===== src/rtl/mem_map_pkg.sv =====
// Memory map package for the data memory.
// Holds the data word geometry, the word type and the default RAM base.
package mem_map_pkg;

    // Width of one data word in bits.
    localparam int xlen = 64;

    // Number of byte lanes in one word.
    localparam int word_bytes = xlen / 8;

    // One full data word, used for addresses as well as data.
    typedef logic [xlen-1:0] dword_t;

    // Address of the first byte of the RAM in the core's address space.
    localparam dword_t default_ram_base = 64'h8000_0000;

endpackage


===== src/rtl/lsu_pkg.sv =====
// Load/store access package.
// Access width codes, the byte mask type and lane offset alignment.
package lsu_pkg;

    // Number of address bits that select a byte lane inside a word.
    localparam int offset_bits = $clog2(mem_map_pkg::word_bytes);

    // The code is log2 of the access size in bytes.
    typedef enum logic [1:0] {
        width_byte  = 2'b00,
        width_half  = 2'b01,
        width_word  = 2'b10,
        width_dword = 2'b11
    } access_width_t;

    // One write enable bit per byte lane.
    typedef logic [mem_map_pkg::word_bytes-1:0] byte_mask_t;

    // Clears the offset bits below the access size so every access is aligned.
    function automatic logic [offset_bits-1:0] align_offset(
        input logic [offset_bits-1:0] offset,
        input access_width_t          width
    );
        logic [offset_bits-1:0] low_mask;
        low_mask = offset_bits'((1 << width) - 1);
        return offset & ~low_mask;
    endfunction

endpackage


===== src/rtl/mux_key.sv =====
// Keyed lookup multiplexer.
// Searches a packed table of key and payload pairs, with a fallback value.
`timescale 1ns/1ps

module mux_key #(
    parameter int  nr_key    = 2,
    parameter int  key_len   = 2,
    parameter type payload_t = logic [7:0]
) (
    input  logic [key_len-1:0]                               key,
    input  logic [nr_key*(key_len+$bits(payload_t))-1:0]    lut,
    input  payload_t                                         default_out,
    output payload_t                                         out
);

    localparam int pay_len  = $bits(payload_t);
    localparam int pair_len = key_len + pay_len;

    // The table is written as {key0, data0, key1, data1, ...}, so the first
    // pair sits in the top bits and the last pair at bit zero.
    logic [key_len-1:0] entry_key [nr_key];
    payload_t           entry_out [nr_key];

    always_comb begin
        for (int i = 0; i < nr_key; i++) begin
            entry_key[i] = lut[i*pair_len+pay_len +: key_len];
            entry_out[i] = lut[i*pair_len +: pay_len];
        end
    end

    // Scan from the last pair upwards so that the earliest listed match wins.
    always_comb begin
        out = default_out;
        for (int i = 0; i < nr_key; i++) begin
            if (entry_key[i] == key) begin
                out = entry_out[i];
            end
        end
    end

endmodule


===== src/rtl/load_extract.sv =====
// Load extraction.
// Picks the addressed lane of a read word and zero- or sign-extends it.
`timescale 1ns/1ps

module load_extract (
    input  logic                          clk,
    input  logic                          rst,
    input  logic                          ren,
    input  logic [lsu_pkg::offset_bits-1:0] raddr_offset,
    input  lsu_pkg::access_width_t        rwidth,
    input  logic                          runsigned,
    input  mem_map_pkg::dword_t           rword,
    output mem_map_pkg::dword_t           rdata,
    output logic                          rd_valid
);

    import mem_map_pkg::*;
    import lsu_pkg::*;

    logic [offset_bits-1:0] offset_q;
    access_width_t          width_q;
    logic                   unsigned_q;

    logic [offset_bits-1:0] offset;
    dword_t                 shifted;
    dword_t                 zext_val;
    dword_t                 sext_byte;
    dword_t                 sext_half;
    dword_t                 sext_word;

    // The valid pulse follows every strobe by one cycle.
    always_ff @(posedge clk) begin
        if (rst) begin
            rd_valid <= 1'b0;
        end else begin
            rd_valid <= ren;
        end
    end

    // Access controls are captured on the same edge as the RAM word so both
    // line up in the result cycle.
    always_ff @(posedge clk) begin
        if (ren) begin
            offset_q   <= raddr_offset;
            width_q    <= rwidth;
            unsigned_q <= runsigned;
        end
    end

    assign offset  = align_offset(offset_q, width_q);
    assign shifted = rword >> {offset, 3'b000};

    // Sign extensions of the low lane, by access size.
    assign sext_byte = {{(xlen-8){shifted[7]}}, shifted[7:0]};
    assign sext_half = {{(xlen-16){shifted[15]}}, shifted[15:0]};
    assign sext_word = {{(xlen-32){shifted[31]}}, shifted[31:0]};

    // Zero-extended lane for the registered width.
    mux_key #(
        .nr_key    (4),
        .key_len   (2),
        .payload_t (dword_t)
    ) u_lane_mux (
        .key         (width_q),
        .lut         ({
            width_byte,  dword_t'(shifted[7:0]),
            width_half,  dword_t'(shifted[15:0]),
            width_word,  dword_t'(shifted[31:0]),
            width_dword, shifted
        }),
        .default_out (shifted),
        .out         (zext_val)
    );

    // Signed byte, half and word loads take the sign-extended value.
    // Anything else, including every double-word load, keeps the zero extension.
    mux_key #(
        .nr_key    (3),
        .key_len   (3),
        .payload_t (dword_t)
    ) u_ext_mux (
        .key         ({unsigned_q, width_q}),
        .lut         ({
            {1'b0, width_byte}, sext_byte,
            {1'b0, width_half}, sext_half,
            {1'b0, width_word}, sext_word
        }),
        .default_out (zext_val),
        .out         (rdata)
    );

endmodule


===== config.mk =====
export PLATFORM = sky130hd
export DESIGN_NAME = load_extract
export DESIGN_NICKNAME = d
export VERILOG_FILES = /design/src/rtl/mem_map_pkg.sv /design/src/rtl/lsu_pkg.sv /design/src/rtl/mux_key.sv /design/src/rtl/load_extract.sv
export SDC_FILE = /design/constraint.sdc
export NUM_CORES = 1
export LEC_CHECK = 0
export ABC_AREA = 1
export BUFFER_PORTS_ARGS = -buffer_cell sky130_fd_sc_hd__buf_4
export CORE_MARGIN = 2
export CORE_UTILIZATION = 35
export CTS_BUF_LIST = sky130_fd_sc_hd__clkbuf_8
export DETAILED_ROUTE_END_ITERATION = 7
export PLACE_DENSITY_LB_ADDON = 0.3
export SLEW_MARGIN = 10
export SYNTH_ARGS = -nofsm -noshare
export SYNTH_HDL_FRONTEND = slang
export SYNTH_SLANG_ARGS = --single-unit

===== constraint.sdc =====
create_clock -name clk -period 1.75 [get_ports clk]
set_clock_uncertainty 0.2 [all_clocks]
set_input_delay 0.175 -clock clk [delete_from_list [all_inputs] [get_ports clk]]
set_output_delay 0.175 -clock clk [all_outputs]
set_load 0.02 [all_outputs]

==> results of run 1 <==
-- synthesized netlist by cell type (3+ instances only) --
cell and count:
inv_1 40, clkbuf_1 8, nand3_1 118, o21ai_2 3, buf_1 3, o21ai_1 8, buf_2 18, o21ai_0 19
o211ai_1 37, o211ai_2 5, nor2_1 3, buf_4 5, buf_6 16, nand2_1 181, nand4_1 32, edfxtp_1 6
-- what timing repair did --
| action | CTS | global route |
|---|---|---|
| setup buffers | 0 | 0 |
| pin swaps | 3 | 0 |
| cloned | 1 | 0 |
| gates resized for setup | 27 | 16 |
| hold buffers | 7 | 0 |
| setup endpoints to repair | 64 | 64 |
| hold endpoints to repair | 7 | 0 |
-- sequential cells by signal (all words and copies together), names as in the netlist --
| name | cells |
|---|---|
| offset_q | 3 |
| width_q | 2 |
| rd_valid | 1 |
| unsigned_q | 1 |
-- logic make-up (layout without fill, tap and decap cells) --
kind of cell / after synthesis / in the layout / share of synthesized area (%)
AOI/OAI and AO/OA: 72 / 72 / 18.2
buffers and inverters: 93 / 239 / 18.5
DFF: 7 / 7 / 7.26
and+or+nand+nor: 341 / 341 / 56.1
-- worst max path at each step --
stage	from	slack, ns	endpoint	depth (start not counted)
2_1_floorplan	width_q[0]	-0.26	rdata[38]	8
3_3_place_gp	width_q[1]	-0.45	rdata[45]	8
3_5_place_dp	width_q[1]	-0.49	rdata[15]	10
4_1_cts	width_q[1]	-0.65	rdata[15]	10
5_1_grt	width_q[1]	-0.78	rdata[45]	11
6_report	width_q[1]	-0.67	rdata[15]	10
-- where the power goes --
| part | switching, uW | leakage, uW | internal [uW] |
|---|---|---|---|
| Combinational | 1200 | 0.00242 | 913 |
| Clock | 63.1 | 0.0000269 | 151 |
| Sequential | 14.6 | 0.0000671 | 197 |
| Total | 1280 | 0.00252 | 1260 |
-- worst max-delay path, cell delays in order, from the launching register on --
cell and delay (ns):
edfxtp_1 0.50, nor2_8 0.18, nand2_8 0.15, nand2_1 0.13
nand3_2 0.11, nand3_4 0.11, nand3_4 0.10, buf_12 0.19
buf_4 0.15, nand2_4 0.04, buf_4 0.14
-- layout make-up --
| class | instances | area (um^2) |
|---|---|---|
| timing repair buffer | 192 | 1670 |
| inverter | 43 | 161 |
| fill | 767 | 3140 |
| tap | 102 | 128 |
| clock inverter | 1 | 3.75 |
| clock buffer | 3 | 41.3 |
| sequential | 7 | 200 |
| multi-input combinational | 413 | 2340 |
-- stage by stage --
step | power (uW) | hold slack, ns
floorplan | 1410 | 0.0462
global placement | 2220 | 0.132
detailed placement | 2240 | 0.137
CTS | 2520 | 0.0109
global route | 2730 | 0.0139
finish | 2540 | 0.0170
-- metal layers --
metal | part of all wire [%] | track usage, % | up-vias
met1 | 41 | 31.3 | 1902
met2 | 52 | 49.6 | 156
li1 | - | - | 2057
met3 | 5.1 | 1.14 | 20
met4 | 2.2 | 7.60 | 0
met5 | 0 | 0 | -
==> impl_metrics.toml, run 1 <==
[run_status]
status = "finished, violations left"
violations = "negative setup slack"

[critical_path]
crit_type = "flip-flop to primary output"
crit_path_end_kind = "primary output"
cp_max_fo = 31
cp.arrival_ns = 2.05
start_kind = "flip-flop"
required_ns = 1.37

[final_layout]
layout-drive-gt1-share_pct = 40.1
final_cell_area_um2 = 4550
post-route-util_pct = 59.2
mostFrequentLayoutCells = "163 x buf_4, 154 x nand2_1, 91 x nand3_1"
layout_commonest_cell = "buf_4"
fin_nets = 733
final_cells = 761
syn_to_final_growth_pct = 64.9
diodes = 0

[detailed_routing]
routed_via_density = 5.43
firstDrtPassIters = 4
vias = 4135
post_drt_wl_per_cell_um = 15.1
drt_iter0_drc = 228
drc_errors = 0
wirelength_mm = 11.5
antenna_left = 0

[global_route]
grt_pass1_vias = 4023
grt_max_degree = 36
antenna_found_initial = 0
gr-total-overflow = 0
grt_pass1_wl_mm = 18.5
grt_use_total_pct = 26.0

[hold_path]
holdPathStages = 1
hp-class = "primary input to flip-flop"
worstHoldStart = "ren"
hold_end = "offset_q[1]"

[sta]
tightest_slew_ns = 0.291
setup_viol = 64
period_share_pct = 138
hold_violations = 0
maxSlewViolCount = 0
fmax_mhz = 413
tns_ns = -37.03
min_period_ns = 2.42
timing.final.ws_setup_ns = -0.671
slew_headroom_pct = 80.6
grt_setup_unrepaired = "true"

[pwr]
p_per_area_nw_per_um2 = 559
leakage_uw = 0.00252
max-vdd-ir-drop_mv = 0.557

[place]
place_hpwl_mm = 8.80
dp_cells = 749
place.gp.congestion = 0.919
pre_cts_ws_ns = -0.488
place_area_um2 = 4250
io_buffers = 137

[cts]
cts_tree = "yes"
clk_pin_slew_ns = 0.04
cts_buffers = 3
cts.sinks = 7
root_buffer = "clkbuf_8"
clockBufferDepth = 2
h-tree-depth = 1

[synth]
synth_nets = 586
avgSynthCellArea_um2 = 5.38
ys_async_sr_fraction_pct = 0
yosysTopAreaCellShare_pct = 24.6
synth_area_leaders = "nand2_1 25%, nand3_1 21%, o211ai_1 10%, nand4_1 7.3%, buf_6 6.5%"
synth-edff-count = 6
synth_seq_area_share_pct = 7.26
yosysTopAreaCell = "nand2_1"
synth_area_um2 = 2760
synth_warnings = 0
synth-seq-cells = 7
synth_cells = 513
synthFlopType = "edfxtp_1"
synth_cell_type_count = 26

[flow_run]
cap_viol_max_count = 0

[floorplan]
start_util_pct = 35.9
die_area_um2 = 8610
std_cell_rows = 32
die-width_um = 92.8
io-pin-count = 138
core_area_um2 = 7690
die_h_um = 92.8
Note: power is estimated with default switching activity, not from simulation.
==> inputs of run 2 (changes only) <==
Settings changed: CORE_ASPECT_RATIO set to 0.8, CTS_BUF_LIST sky130_fd_sc_hd__clkbuf_8 to sky130_fd_sc_hd__clkbuf_4 sky130_fd_sc_hd__clkbuf_8.
==> impl_metrics.toml, run 2 (synthesis results as in run 1) <==
[run_status]
violations = "negative setup slack"
status = "finished, violations left"

[critical_path]
required_ns = 1.37
cp.arrival_ns = 2.07
slowest_delay_ns = 0.50
crit_path_end_kind = "primary output"
crit_buf_inv = 3
cp_max_fo = 5
slowest_stage = "edfxtp_1"
crit_type = "flip-flop to primary output"
start_kind = "flip-flop"
crit_chain = "nor2_8 > buf_4 > nand3_1 > nand2_1 > nand2_1 > nand3_1 > nand2_2 > nand2_4 > buf_2 > nand4_1 > buf_4"
crit_family = "simple AND/OR/NAND/NOR gates"

[cts]
root_buffer = "clkbuf_8"
cts_buffers = 3
cts_tree = "yes"
clockBufferDepth = 2
cts.sinks = 7
h-tree-depth = 1
clk_pin_slew_ns = 0.04

[final_layout]
largest_registers = "offset_q (3), width_q (2)"
diodes = 0
layout-drive-gt1-share_pct = 38.9
layout_commonest_cell = "buf_4"
final_cells = 773
largest_reg_flops = 3
post-route-util_pct = 60.2
mostFrequentLayoutCells = "174 x buf_4, 158 x nand2_1, 97 x nand3_1"
regMostFlops = "offset_q"
fin_nets = 742
syn_to_final_growth_pct = 64.5

[pwr]
leakage_uw = 0.00255
max-vdd-ir-drop_mv = 0.589
p_per_area_nw_per_um2 = 564

[sta]
tightest_slew_ns = 0.324
grt_setup_unrepaired = "true"
maxSlewViolCount = 0
setup_viol = 64
tns_ns = -39.58
period_share_pct = 139
timing.final.ws_setup_ns = -0.691
slew_headroom_pct = 78.2
hold_violations = 0
fmax_mhz = 410
min_period_ns = 2.44
fin_hold_ws_ns = 0.0187

[global_route]
gr-total-overflow = 0
grt_max_degree = 43
grt_use_total_pct = 26.0
grt_pass1_wl_mm = 18.3
antenna_found_initial = 0
grt_pass1_vias = 3874

[detailed_routing]
drc_errors = 0
antenna_left = 0
post_drt_wl_per_cell_um = 15.4
vias = 4242
routed_via_density = 5.49
wirelength_mm = 11.9
firstDrtPassIters = 5
drt_iter0_drc = 305

[place]
pre_cts_ws_ns = -0.429
dp_cells = 757
io_buffers = 137
place.gp.congestion = 0.928
place_hpwl_mm = 9.08

[floorplan]
die-width_um = 103
die_area_um2 = 8610
core_area_um2 = 7530
start_util_pct = 36.6
std_cell_rows = 28
die_h_um = 83.4
io-pin-count = 138

[flow_run]
cap_viol_max_count = 0

[hold_path]
hp-class = "primary input to flip-flop"
-- run 2: cell count changes in the layout (fill, tap and decap cells not counted), moves of 4 or more --
cell / delta
nand3_1: +6
buf_4: +11
nand3_2: -4
o21ai_1: +5
nand2_1: +4
nand2_2: -5
-- run 2: through the flow --
step	total power, uW	cell area (um^2)
2_1_floorplan	1410	2960
3_3_place_gp	2220	4250
3_5_place_dp	2240	4250
4_1_cts	2500	4380
5_1_grt	2750	4540
6_report	2560	4540
-- run 2: layout make-up --
| cell class | count | area, um^2 |
|---|---|---|
| clock buffer | 4 | 48.8 |
| fill | 735 | 2990 |
| inverter | 43 | 161 |
| multi-input combinational | 413 | 2290 |
| sequential | 7 | 200 |
| tap | 105 | 131 |
| timing repair buffer | 201 | 1710 |
-- run 2: final timing paths --
kind                        from     endpoint  slack (ns)  cells after the start
worst max-delay path  width_q[1]    rdata[47]       -0.69                     11
worst min-delay path         ren  offset_q[2]        0.02                      1
-- run 2: metal layers --
layer | track usage, % | part of all wire [%] | routed length [um] | vias up
li1 | - | - | - | 2080
met4 | 6.34 | 2.3 | 271 | 0
met3 | 1.77 | 6.9 | 826 | 25
met1 | 33.6 | 42 | 5040 | 1942
met5 | 0 | 0 | 0 | -
met2 | 46.1 | 48 | 5760 | 195
-- run 2: repair_timing --
item                                    CTS  global route
gates cloned                              0             5
resized for setup                         7            20
endpoints found under the setup margin   64            64
buffers inserted                          0             0
hold endpoints to repair                  7             0
hold buffers                              7             0
pin swaps                                 2             4
-- run 2: where the power goes --
| part | internal (uW) | total, uW | leakage [uW] | switching [uW] |
|---|---|---|---|---|
| combinational | 909 | 2110 | 0.00246 | 1200 |
| clock | 173 | 242 | 0.0000262 | 69.2 |
| sequential | 196 | 210 | 0.0000671 | 13.7 |
