`src/rtl/mem_map_pkg.sv`:
```
// Memory map package for the data memory.
// Holds the data word geometry, the word type and the default RAM base.
package mem_map_pkg;

    // Width of one data word in bits.
    localparam int xlen = 64;

    // Number of byte lanes in one word.
    localparam int word_bytes = xlen / 8;

    // One full data word, used for addresses as well as data.
    typedef logic [xlen-1:0] dword_t;

    // Address of the first byte of the RAM in the core's address space.
    localparam dword_t default_ram_base = 64'h8000_0000;

endpackage

```
`src/rtl/lsu_pkg.sv`:
```
// Load/store access package.
// Access width codes, the byte mask type and lane offset alignment.
package lsu_pkg;

    // Number of address bits that select a byte lane inside a word.
    localparam int offset_bits = $clog2(mem_map_pkg::word_bytes);

    // The code is log2 of the access size in bytes.
    typedef enum logic [1:0] {
        width_byte  = 2'b00,
        width_half  = 2'b01,
        width_word  = 2'b10,
        width_dword = 2'b11
    } access_width_t;

    // One write enable bit per byte lane.
    typedef logic [mem_map_pkg::word_bytes-1:0] byte_mask_t;

    // Clears the offset bits below the access size so every access is aligned.
    function automatic logic [offset_bits-1:0] align_offset(
        input logic [offset_bits-1:0] offset,
        input access_width_t          width
    );
        logic [offset_bits-1:0] low_mask;
        low_mask = offset_bits'((1 << width) - 1);
        return offset & ~low_mask;
    endfunction

endpackage

```
`src/rtl/mux_key.sv`:
```
// Keyed lookup multiplexer.
// Searches a packed table of key and payload pairs, with a fallback value.
`timescale 1ns/1ps

module mux_key #(
    parameter int  nr_key    = 2,
    parameter int  key_len   = 2,
    parameter type payload_t = logic [7:0]
) (
    input  logic [key_len-1:0]                               key,
    input  logic [nr_key*(key_len+$bits(payload_t))-1:0]    lut,
    input  payload_t                                         default_out,
    output payload_t                                         out
);

    localparam int pay_len  = $bits(payload_t);
    localparam int pair_len = key_len + pay_len;

    // The table is written as {key0, data0, key1, data1, ...}, so the first
    // pair sits in the top bits and the last pair at bit zero.
    logic [key_len-1:0] entry_key [nr_key];
    payload_t           entry_out [nr_key];

    always_comb begin
        for (int i = 0; i < nr_key; i++) begin
            entry_key[i] = lut[i*pair_len+pay_len +: key_len];
            entry_out[i] = lut[i*pair_len +: pay_len];
        end
    end

    // Scan from the last pair upwards so that the earliest listed match wins.
    always_comb begin
        out = default_out;
        for (int i = 0; i < nr_key; i++) begin
            if (entry_key[i] == key) begin
                out = entry_out[i];
            end
        end
    end

endmodule

```
`src/rtl/store_align.sv`:
```
// Store alignment.
// Turns address, width and data into a byte write mask and lane-placed data.
`timescale 1ns/1ps

module store_align (
    input  mem_map_pkg::dword_t        waddr,
    input  lsu_pkg::access_width_t     wwidth,
    input  mem_map_pkg::dword_t        wdata,
    output lsu_pkg::byte_mask_t        byte_mask,
    output mem_map_pkg::dword_t        lane_data
);

    import mem_map_pkg::*;
    import lsu_pkg::*;

    byte_mask_t             base_mask;
    logic [offset_bits-1:0] offset;

    // Mask for an access starting at lane zero, one bit per byte written.
    mux_key #(
        .nr_key    (4),
        .key_len   (2),
        .payload_t (byte_mask_t)
    ) u_mask_mux (
        .key         (wwidth),
        .lut         ({
            width_byte,  8'h01,
            width_half,  8'h03,
            width_word,  8'h0f,
            width_dword, 8'hff
        }),
        .default_out ('0),
        .out         (base_mask)
    );

    // Address bits below the access size are dropped.
    assign offset = align_offset(waddr[offset_bits-1:0], wwidth);

    // Move the mask and the data up to the addressed lane. Data bits that
    // land above the access size fall outside the mask and are not written.
    assign byte_mask = base_mask << offset;
    assign lane_data = wdata << {offset, 3'b000};

endmodule

```
`config.mk`:
```
export PLATFORM = sky130hd
export DESIGN_NAME = store_align
export DESIGN_NICKNAME = d
export VERILOG_FILES = /design/src/rtl/mem_map_pkg.sv /design/src/rtl/lsu_pkg.sv /design/src/rtl/mux_key.sv /design/src/rtl/store_align.sv
export SDC_FILE = /design/constraint.sdc
export NUM_CORES = 1
export LEC_CHECK = 0
export ABC_AREA = 1
export BUFFER_PORTS_ARGS = -buffer_cell sky130_fd_sc_hd__buf_4
export CORE_MARGIN = 5
export CORE_UTILIZATION = 35
export DETAILED_ROUTE_END_ITERATION = 12
export PLACE_DENSITY = 0.83
export SLEW_MARGIN = 20
export SYNTH_ARGS = -nofsm -noshare
export SYNTH_HDL_FRONTEND = slang
export SYNTH_SLANG_ARGS = --single-unit
```
`constraint.sdc`:
```
create_clock -name vclk -period 0.8
set_clock_uncertainty 0.15 [all_clocks]
set_input_delay 0 -clock vclk [all_inputs]
set_output_delay 0 -clock vclk [all_outputs]
set_load 0.01 [all_outputs]
```
==> results of run 1 <==
## cells in the mapped netlist, drive strengths merged
cell type	count
clkbuf	7
inv	27
nand2	156
nor3	3
a21oi	8
o21ai	2
nand3	194
nor2	32
buf	32
## final cells by class
cell class | count | area [um2] | share of cell area (%)
inverter | 27 | 113.9 | 2.378
timing repair buffer | 210 | 1964 | 41.02
tap | 75 | 93.84 | 1.960
multi-input combinational | 395 | 2616 | 54.64
## per-stage QoR
stage          std cells  setup TNS, ns  hold WS [ns]  worst slack [ns]
4_1_cts              701         -29.56        0.1728           -0.4800
6_report             707         -32.28        0.1778           -0.5782
3_5_place_dp         690         -30.22        0.1639           -0.5410
5_1_grt              707         -35.71        0.1966           -0.6185
3_3_place_gp         690         -29.49        0.1674           -0.4856
2_1_floorplan        461         -4.655      -0.06287          -0.09290
## per-layer routing
layer  up-vias  part of all wire, %
met5         -                    0
met4         0                  2.6
met3        49                   13
met2       357                   46
met1      1972                   38
li1       1888                    -
## power by group through the flow
stage / registers [mW] / logic, mW / clock network [mW]
final: 0 / 3.44 / 0
after floorplan: 0 / 1.39 / 0
after detailed placement: 0 / 2.68 / 0
after CTS: 0 / 2.98 / 0
after global routing: 0 / 3.62 / 0
after global placement: 0 / 2.65 / 0
## cells by family (layout without fill, tap and decap cells)
family,Yosys count,count (layout)
buf+inv,66,237
compound gates,10,10
simple gates,385,385
## how the worst min path moves through the flow
stage,from,endpoint,slack [ns],cells after the start
3_3_place_gp,wdata[4],lane_data[36],0.17,4
5_1_grt,wdata[4],lane_data[36],0.20,4
6_report,wdata[4],lane_data[36],0.18,4
4_1_cts,wdata[4],lane_data[36],0.17,4
3_5_place_dp,wdata[6],lane_data[38],0.16,4
2_1_floorplan,wdata[2],lane_data[2],-0.06,2
## timing repair
| item | 4_1_cts | 5_1_grt |
|---|---|---|
| setup endpoints to repair | 72 | 72 |
| resized for setup | 68 | 121 |
| gates cloned | 6 | 3 |
| setup buffers | 5 | 4 |
| pin swaps | 8 | 19 |
## cell usage in the layout (no fill, tap or decap)
cell type and instances:
buf_4 169, nand3_1 98, nand3_2 90, nand2_1 88
nand2_2 56, inv_1 23, nor2_2 21, buf_6 20
nand2_4 12, nor2_1 9, buf_12 8, nand3_4 6
a21oi_2 6, buf_16 4, buf_8 4, clkbuf_16 3
nor2_4 2, inv_4 2, nor3_2 2, a21oi_1 2
o21ai_2 2, bufbuf_16 2, inv_8 1, inv_2 1
nor3_4 1
## worst max-delay path, delay by kind of cell
family                 cells  cell delay, ns
buffers and inverters      3            0.56
AND/OR/NAND/NOR            6            0.67
==> results.py, run 1 <==
metrics = {
    "outcome": {
        "status": "finished, violations left",
        "violations": "negative setup slack",
    },
    "timing": {
        "hold_viol_final": 0,
        "fmaxAchievable_mhz": 725.6,
        "tightestPinTransition_ns": 0.4181,
        "slew_headroom_pct": 72.12,
        "finalSetupViolations": 72,
        "fin_ws_ns": -0.5782,
        "finalCritPeriodShare_pct": 172.3,
        "finalWorstPathRequiredPeriod_ns": 1.378,
        "drv_slew": 0,
        "rsz0062_at_grt": "true",
    },
    "route": {
        "ant_nets": 0,
        "drt_wl_total_mm": 13.66,
        "dr.first_iter.drc_count": 553,
        "wl_per_cell_um": 19.32,
        "drc_errors": 0,
        "drt_first_pass_iters": 5,
        "via_per_inst": 6.034,
        "num_vias": 4266,
    },
    "die": {
        "row_count": 28,
        "die_w_um": 87.36,
        "die_y_um": 87.36,
        "die-area_um2": 7632,
        "start_util_pct": 35.59,
        "core-area_um2": 5886,
        "ioPinCount": 202,
    },
    "setup_path": {
        "cp_slowest_cell": "bufbuf_16",
        "path_max_fanout": 7,
        "cp.arrival_ns": 1.23,
        "crit_path_cell_trace": "buf_12 -> nor2_4 -> nand2_4 -> bufbuf_16 -> nand2_1 -> nand3_2 -> nand3_2 -> nand2_2 -> buf_4",
        "critPathCaptureType": "output port",
        "critPathMaxStageDelay_ns": 0.31,
        "critical_path.startpoint": "wwidth[1]",
        "crit_top_cell": "nand3_2",
        "required_ns": 0.65,
        "crit_type": "input pin to output port",
        "start_kind": "input pin",
        "cp-endpoint": "lane_data[48]",
    },
    "placement": {
        "gp_congestion": 0.9632,
        "placed_area_um2": 3676,
        "io_buffer_count": 141,
        "dp_hpwl_mm": 8.079,
    },
    "cells_and_area": {
        "n_sequential_cell": 0,
        "syn_to_final_growth_pct": 128.6,
        "fillers": 348,
        "diodes": 0,
        "drive_gt1_share_pct": 65.19,
        "fin_area_um2": 4788,
        "final_util_pct": 81.36,
        "clock_buffers": 0,
        "nets": 764,
        "seq_area_um2": 0,
    },
    "synth": {
        "synth-compound-area-share_pct": 2.389,
        "postSynthCellCount": 461,
        "synth_top_family_by_area": "simple AND/OR/NAND/NOR gates",
        "avgSynthCellArea_um2": 4.543,
        "synth_xor_area_share_pct": 0,
        "synthTopCellsByArea": "nand3_1, nand2_1, nor2_1",
        "synth_warnings": 0,
        "synthesis.nets": 591,
        "synth_adder_area_share_pct": 0,
        "syn_area_um2": 2095,
        "synthSimpleGateAreaFrac_pct": 82.20,
        "ys_types": 16,
        "seq_area_frac_synth_pct": 0,
        "synthMuxAreaShare_pct": 0,
        "synth.top_cell.area_share_pct": 46.36,
        "yosysTopAreaCell": "nand3_1",
    },
    "global_route": {
        "grt_max_degree": 45,
        "met3_usage_pct": 4.163,
        "grt_antenna_before_repair": 0,
        "grt_use_met1_pct": 40.51,
        "top_usage_layer": "met2",
        "met2_usage_pct": 47.12,
        "grt.total_usage_pct": 29.00,
        "grt_pass1_vias": 3758,
        "grt_pass1_wl_mm": 18.08,
        "gr-total-overflow": 0,
    },
    "hold_path": {
        "hold_path_class": "input pin to output port",
    },
    "pwr": {
        "p_per_area_nw_per_um2": 717.5,
        "swShare_pct": 53.41,
        "p_leak_nw": 2.529,
        "power.switching_mw": 1.835,
        "p_total_mw": 3.436,
        "pwr-share-seq_pct": 0,
        "clkPwrFrac_pct": 0,
        "worst_ir_drop_vdd_v": 0.0004296,
        "intPower_mw": 1.601,
        "p_comb_share_pct": 100.0,
    },
    "job": {
        "cap_viol_max_count": 0,
    },
    "clock_network": {
        "ctsHoldBuffers": 0,
    },
}
(Power assumes the default switching activity.)
==> inputs of run 2 (changes only) <==
Settings changed: CORE_UTILIZATION 35 to 39, PLACE_DENSITY 0.83 to 0.87, SKIP_LAST_GASP set to 1.
Clock period 0.8 ns to 1.4 ns, I/O delays scaled along.
==> run 2 against run 1 <==
Against the previous run:
- the run now ends clean
- first-iteration DRC count fell by 19%
- setup slack improved by 0.59 ns
- global-route usage shrank 2.9 points
- utilization shrank 16 points
- routed wire length fell by 29%
==> results.py, run 2 (same netlist as run 1, synthesis figures left out) <==
metrics = {
    "outcome": {
        "status": "finished, final reports clean",
    },
    "placement": {
        "gp_congestion": 0.9525,
        "dp_hpwl_mm": 7.513,
        "dp_cells": 657,
        "placed_area_um2": 3287,
        "io_buffer_count": 141,
    },
    "cells_and_area": {
        "mostFrequentLayoutCell": "nand3_1",
        "nets": 722,
        "clock_buffers": 0,
        "syn_to_final_growth_pct": 60.22,
        "most-common-layout-cells": "nand3_1, buf_4, nand2_1",
        "fillers": 498,
        "seq_area_um2": 0,
        "n_sequential_cell": 0,
        "final_cells": 660,
        "diodes": 0,
        "fin_area_um2": 3356,
        "drive_gt1_share_pct": 30.17,
        "multi_input_area_um2": 1787,
    },
    "timing": {
        "drv_slew": 0,
        "rsz0062_at_grt": "true",
        "hold_viol_final": 0,
        "finalCritPeriodShare_pct": 98.91,
        "fmaxAchievable_mhz": 722.2,
        "holdWs_ns": 0.1576,
        "tightestPinTransition_ns": 0.3523,
        "finalWorstPathRequiredPeriod_ns": 1.385,
        "slew_headroom_pct": 76.51,
        "finalSetupViolations": 0,
    },
    "pwr": {
        "worst_ir_drop_vdd_v": 0.0001936,
        "clkPwrFrac_pct": 0,
        "swShare_pct": 53.75,
        "p_leak_nw": 1.990,
        "p_per_area_nw_per_um2": 422.9,
        "power.switching_uw": 762.9,
        "intPower_uw": 656.3,
        "p_comb_share_pct": 100.0,
        "pwr-share-seq_pct": 0,
        "p_total_mw": 1.419,
    },
    "route": {
        "drt_first_pass_iters": 5,
        "via_per_inst": 5.573,
        "wl_per_cell_um": 14.78,
        "drc_errors": 0,
        "num_vias": 3678,
        "drt_wl_total_mm": 9.752,
        "ant_nets": 0,
        "dr.first_iter.drc_count": 446,
    },
    "global_route": {
        "grt_antenna_before_repair": 0,
        "grt_pass1_vias": 3270,
        "grt.total_usage_pct": 26.09,
        "grt_pass1_wl_mm": 15.89,
        "grt_max_degree": 58,
        "gr-total-overflow": 0,
    },
    "setup_path": {
        "cp.arrival_ns": 1.23,
        "critPathCaptureType": "output port",
        "cp_num_buf_inv": 5,
        "crit_path_cell_trace": "buf_4 -> buf_4 -> nor2_4 -> buf_4 -> clkbuf_16 -> nand3_1 -> nand3_1 -> nand2_1 -> buf_4",
        "crit_top_cell": "buf_4",
        "cpLargestDelayFamily": "buffers and inverters",
        "critPathMaxStageDelay_ns": 0.23,
        "path_max_fanout": 18,
        "start_kind": "input pin",
        "cp_slowest_cell": "nor2_4",
        "crit_type": "input pin to output port",
        "required_ns": 1.25,
    },
    "die": {
        "die-area_um2": 6936,
        "die_y_um": 83.29,
        "core-area_um2": 5172,
        "start_util_pct": 40.49,
        "row_count": 26,
        "die_w_um": 83.29,
        "ioPinCount": 202,
    },
    "hold_path": {
        "hold_path_class": "input pin to output port",
    },
    "job": {
        "cap_viol_max_count": 0,
    },
}
run 2: cell types whose count changed in the layout (fill, tap and decap cells not counted), moves of 4 or more:
cell / change
buf_4: -12
a21oi_1: +6
nand3_1: +94
buf_6: -17
nand2_2: -55
nand3_2: -88
nor2_2: -21
nand3_4: -6
nand2_1: +66
a21oi_2: -6
nand2_4: -11
buf_8: -4
buf_16: -4
nor2_1: +21
run 2: what timing repair did:
item                                    CTS  global route
endpoints found under the hold margin     0             0
endpoints found under the setup margin    0            45
hold buffers                              0             0
setup buffers                             0             2
resized for setup                         0             7
run 2: area by class of cell:
type,instances,share of cell area (%)
inverter,27,3.095
timing repair buffer,168,41.05
multi-input combinational,395,53.24
tap,70,2.610
run 2: power by group through the flow:
stage                     clock network (mW)  logic (mW)  registers (mW)
final                                      0        1.42               0
after global routing                       0        1.55               0
after CTS                                  0        1.38               0
after detailed placement                   0        1.38               0
after global placement                     0        1.36               0
after floorplan                            0       0.689               0
run 2: through the flow:
step / setup TNS [ns] / utilization (%) / worst slack (ns)
finish: 0 / 64.88 / 0.01531
global route: -0.7741 / 64.88 / -0.05035
floorplan: 0 / - / 0.4650
global placement: 0 / 63.55 / 0.03969
CTS: 0 / 63.55 / 0.01120
detailed placement: 0 / 63.55 / 0.02130
run 2: path summary, 6_finish.rpt:
check       from             to  slack [ns]  cells after the start
max    wwidth[1]  lane_data[61]        0.02                      9
min     wdata[6]  lane_data[38]        0.16                      4
run 2: metal layers:
layer / vias up / wire, um / GRT usage [%]
li1: 1797 / - / -
met2: 255 / 4126 / 39.14
met4: 0 / 123 / 3.120
met3: 10 / 1248 / 4.455
met1: 1616 / 4254 / 39.39
met5: - / 0 / 0
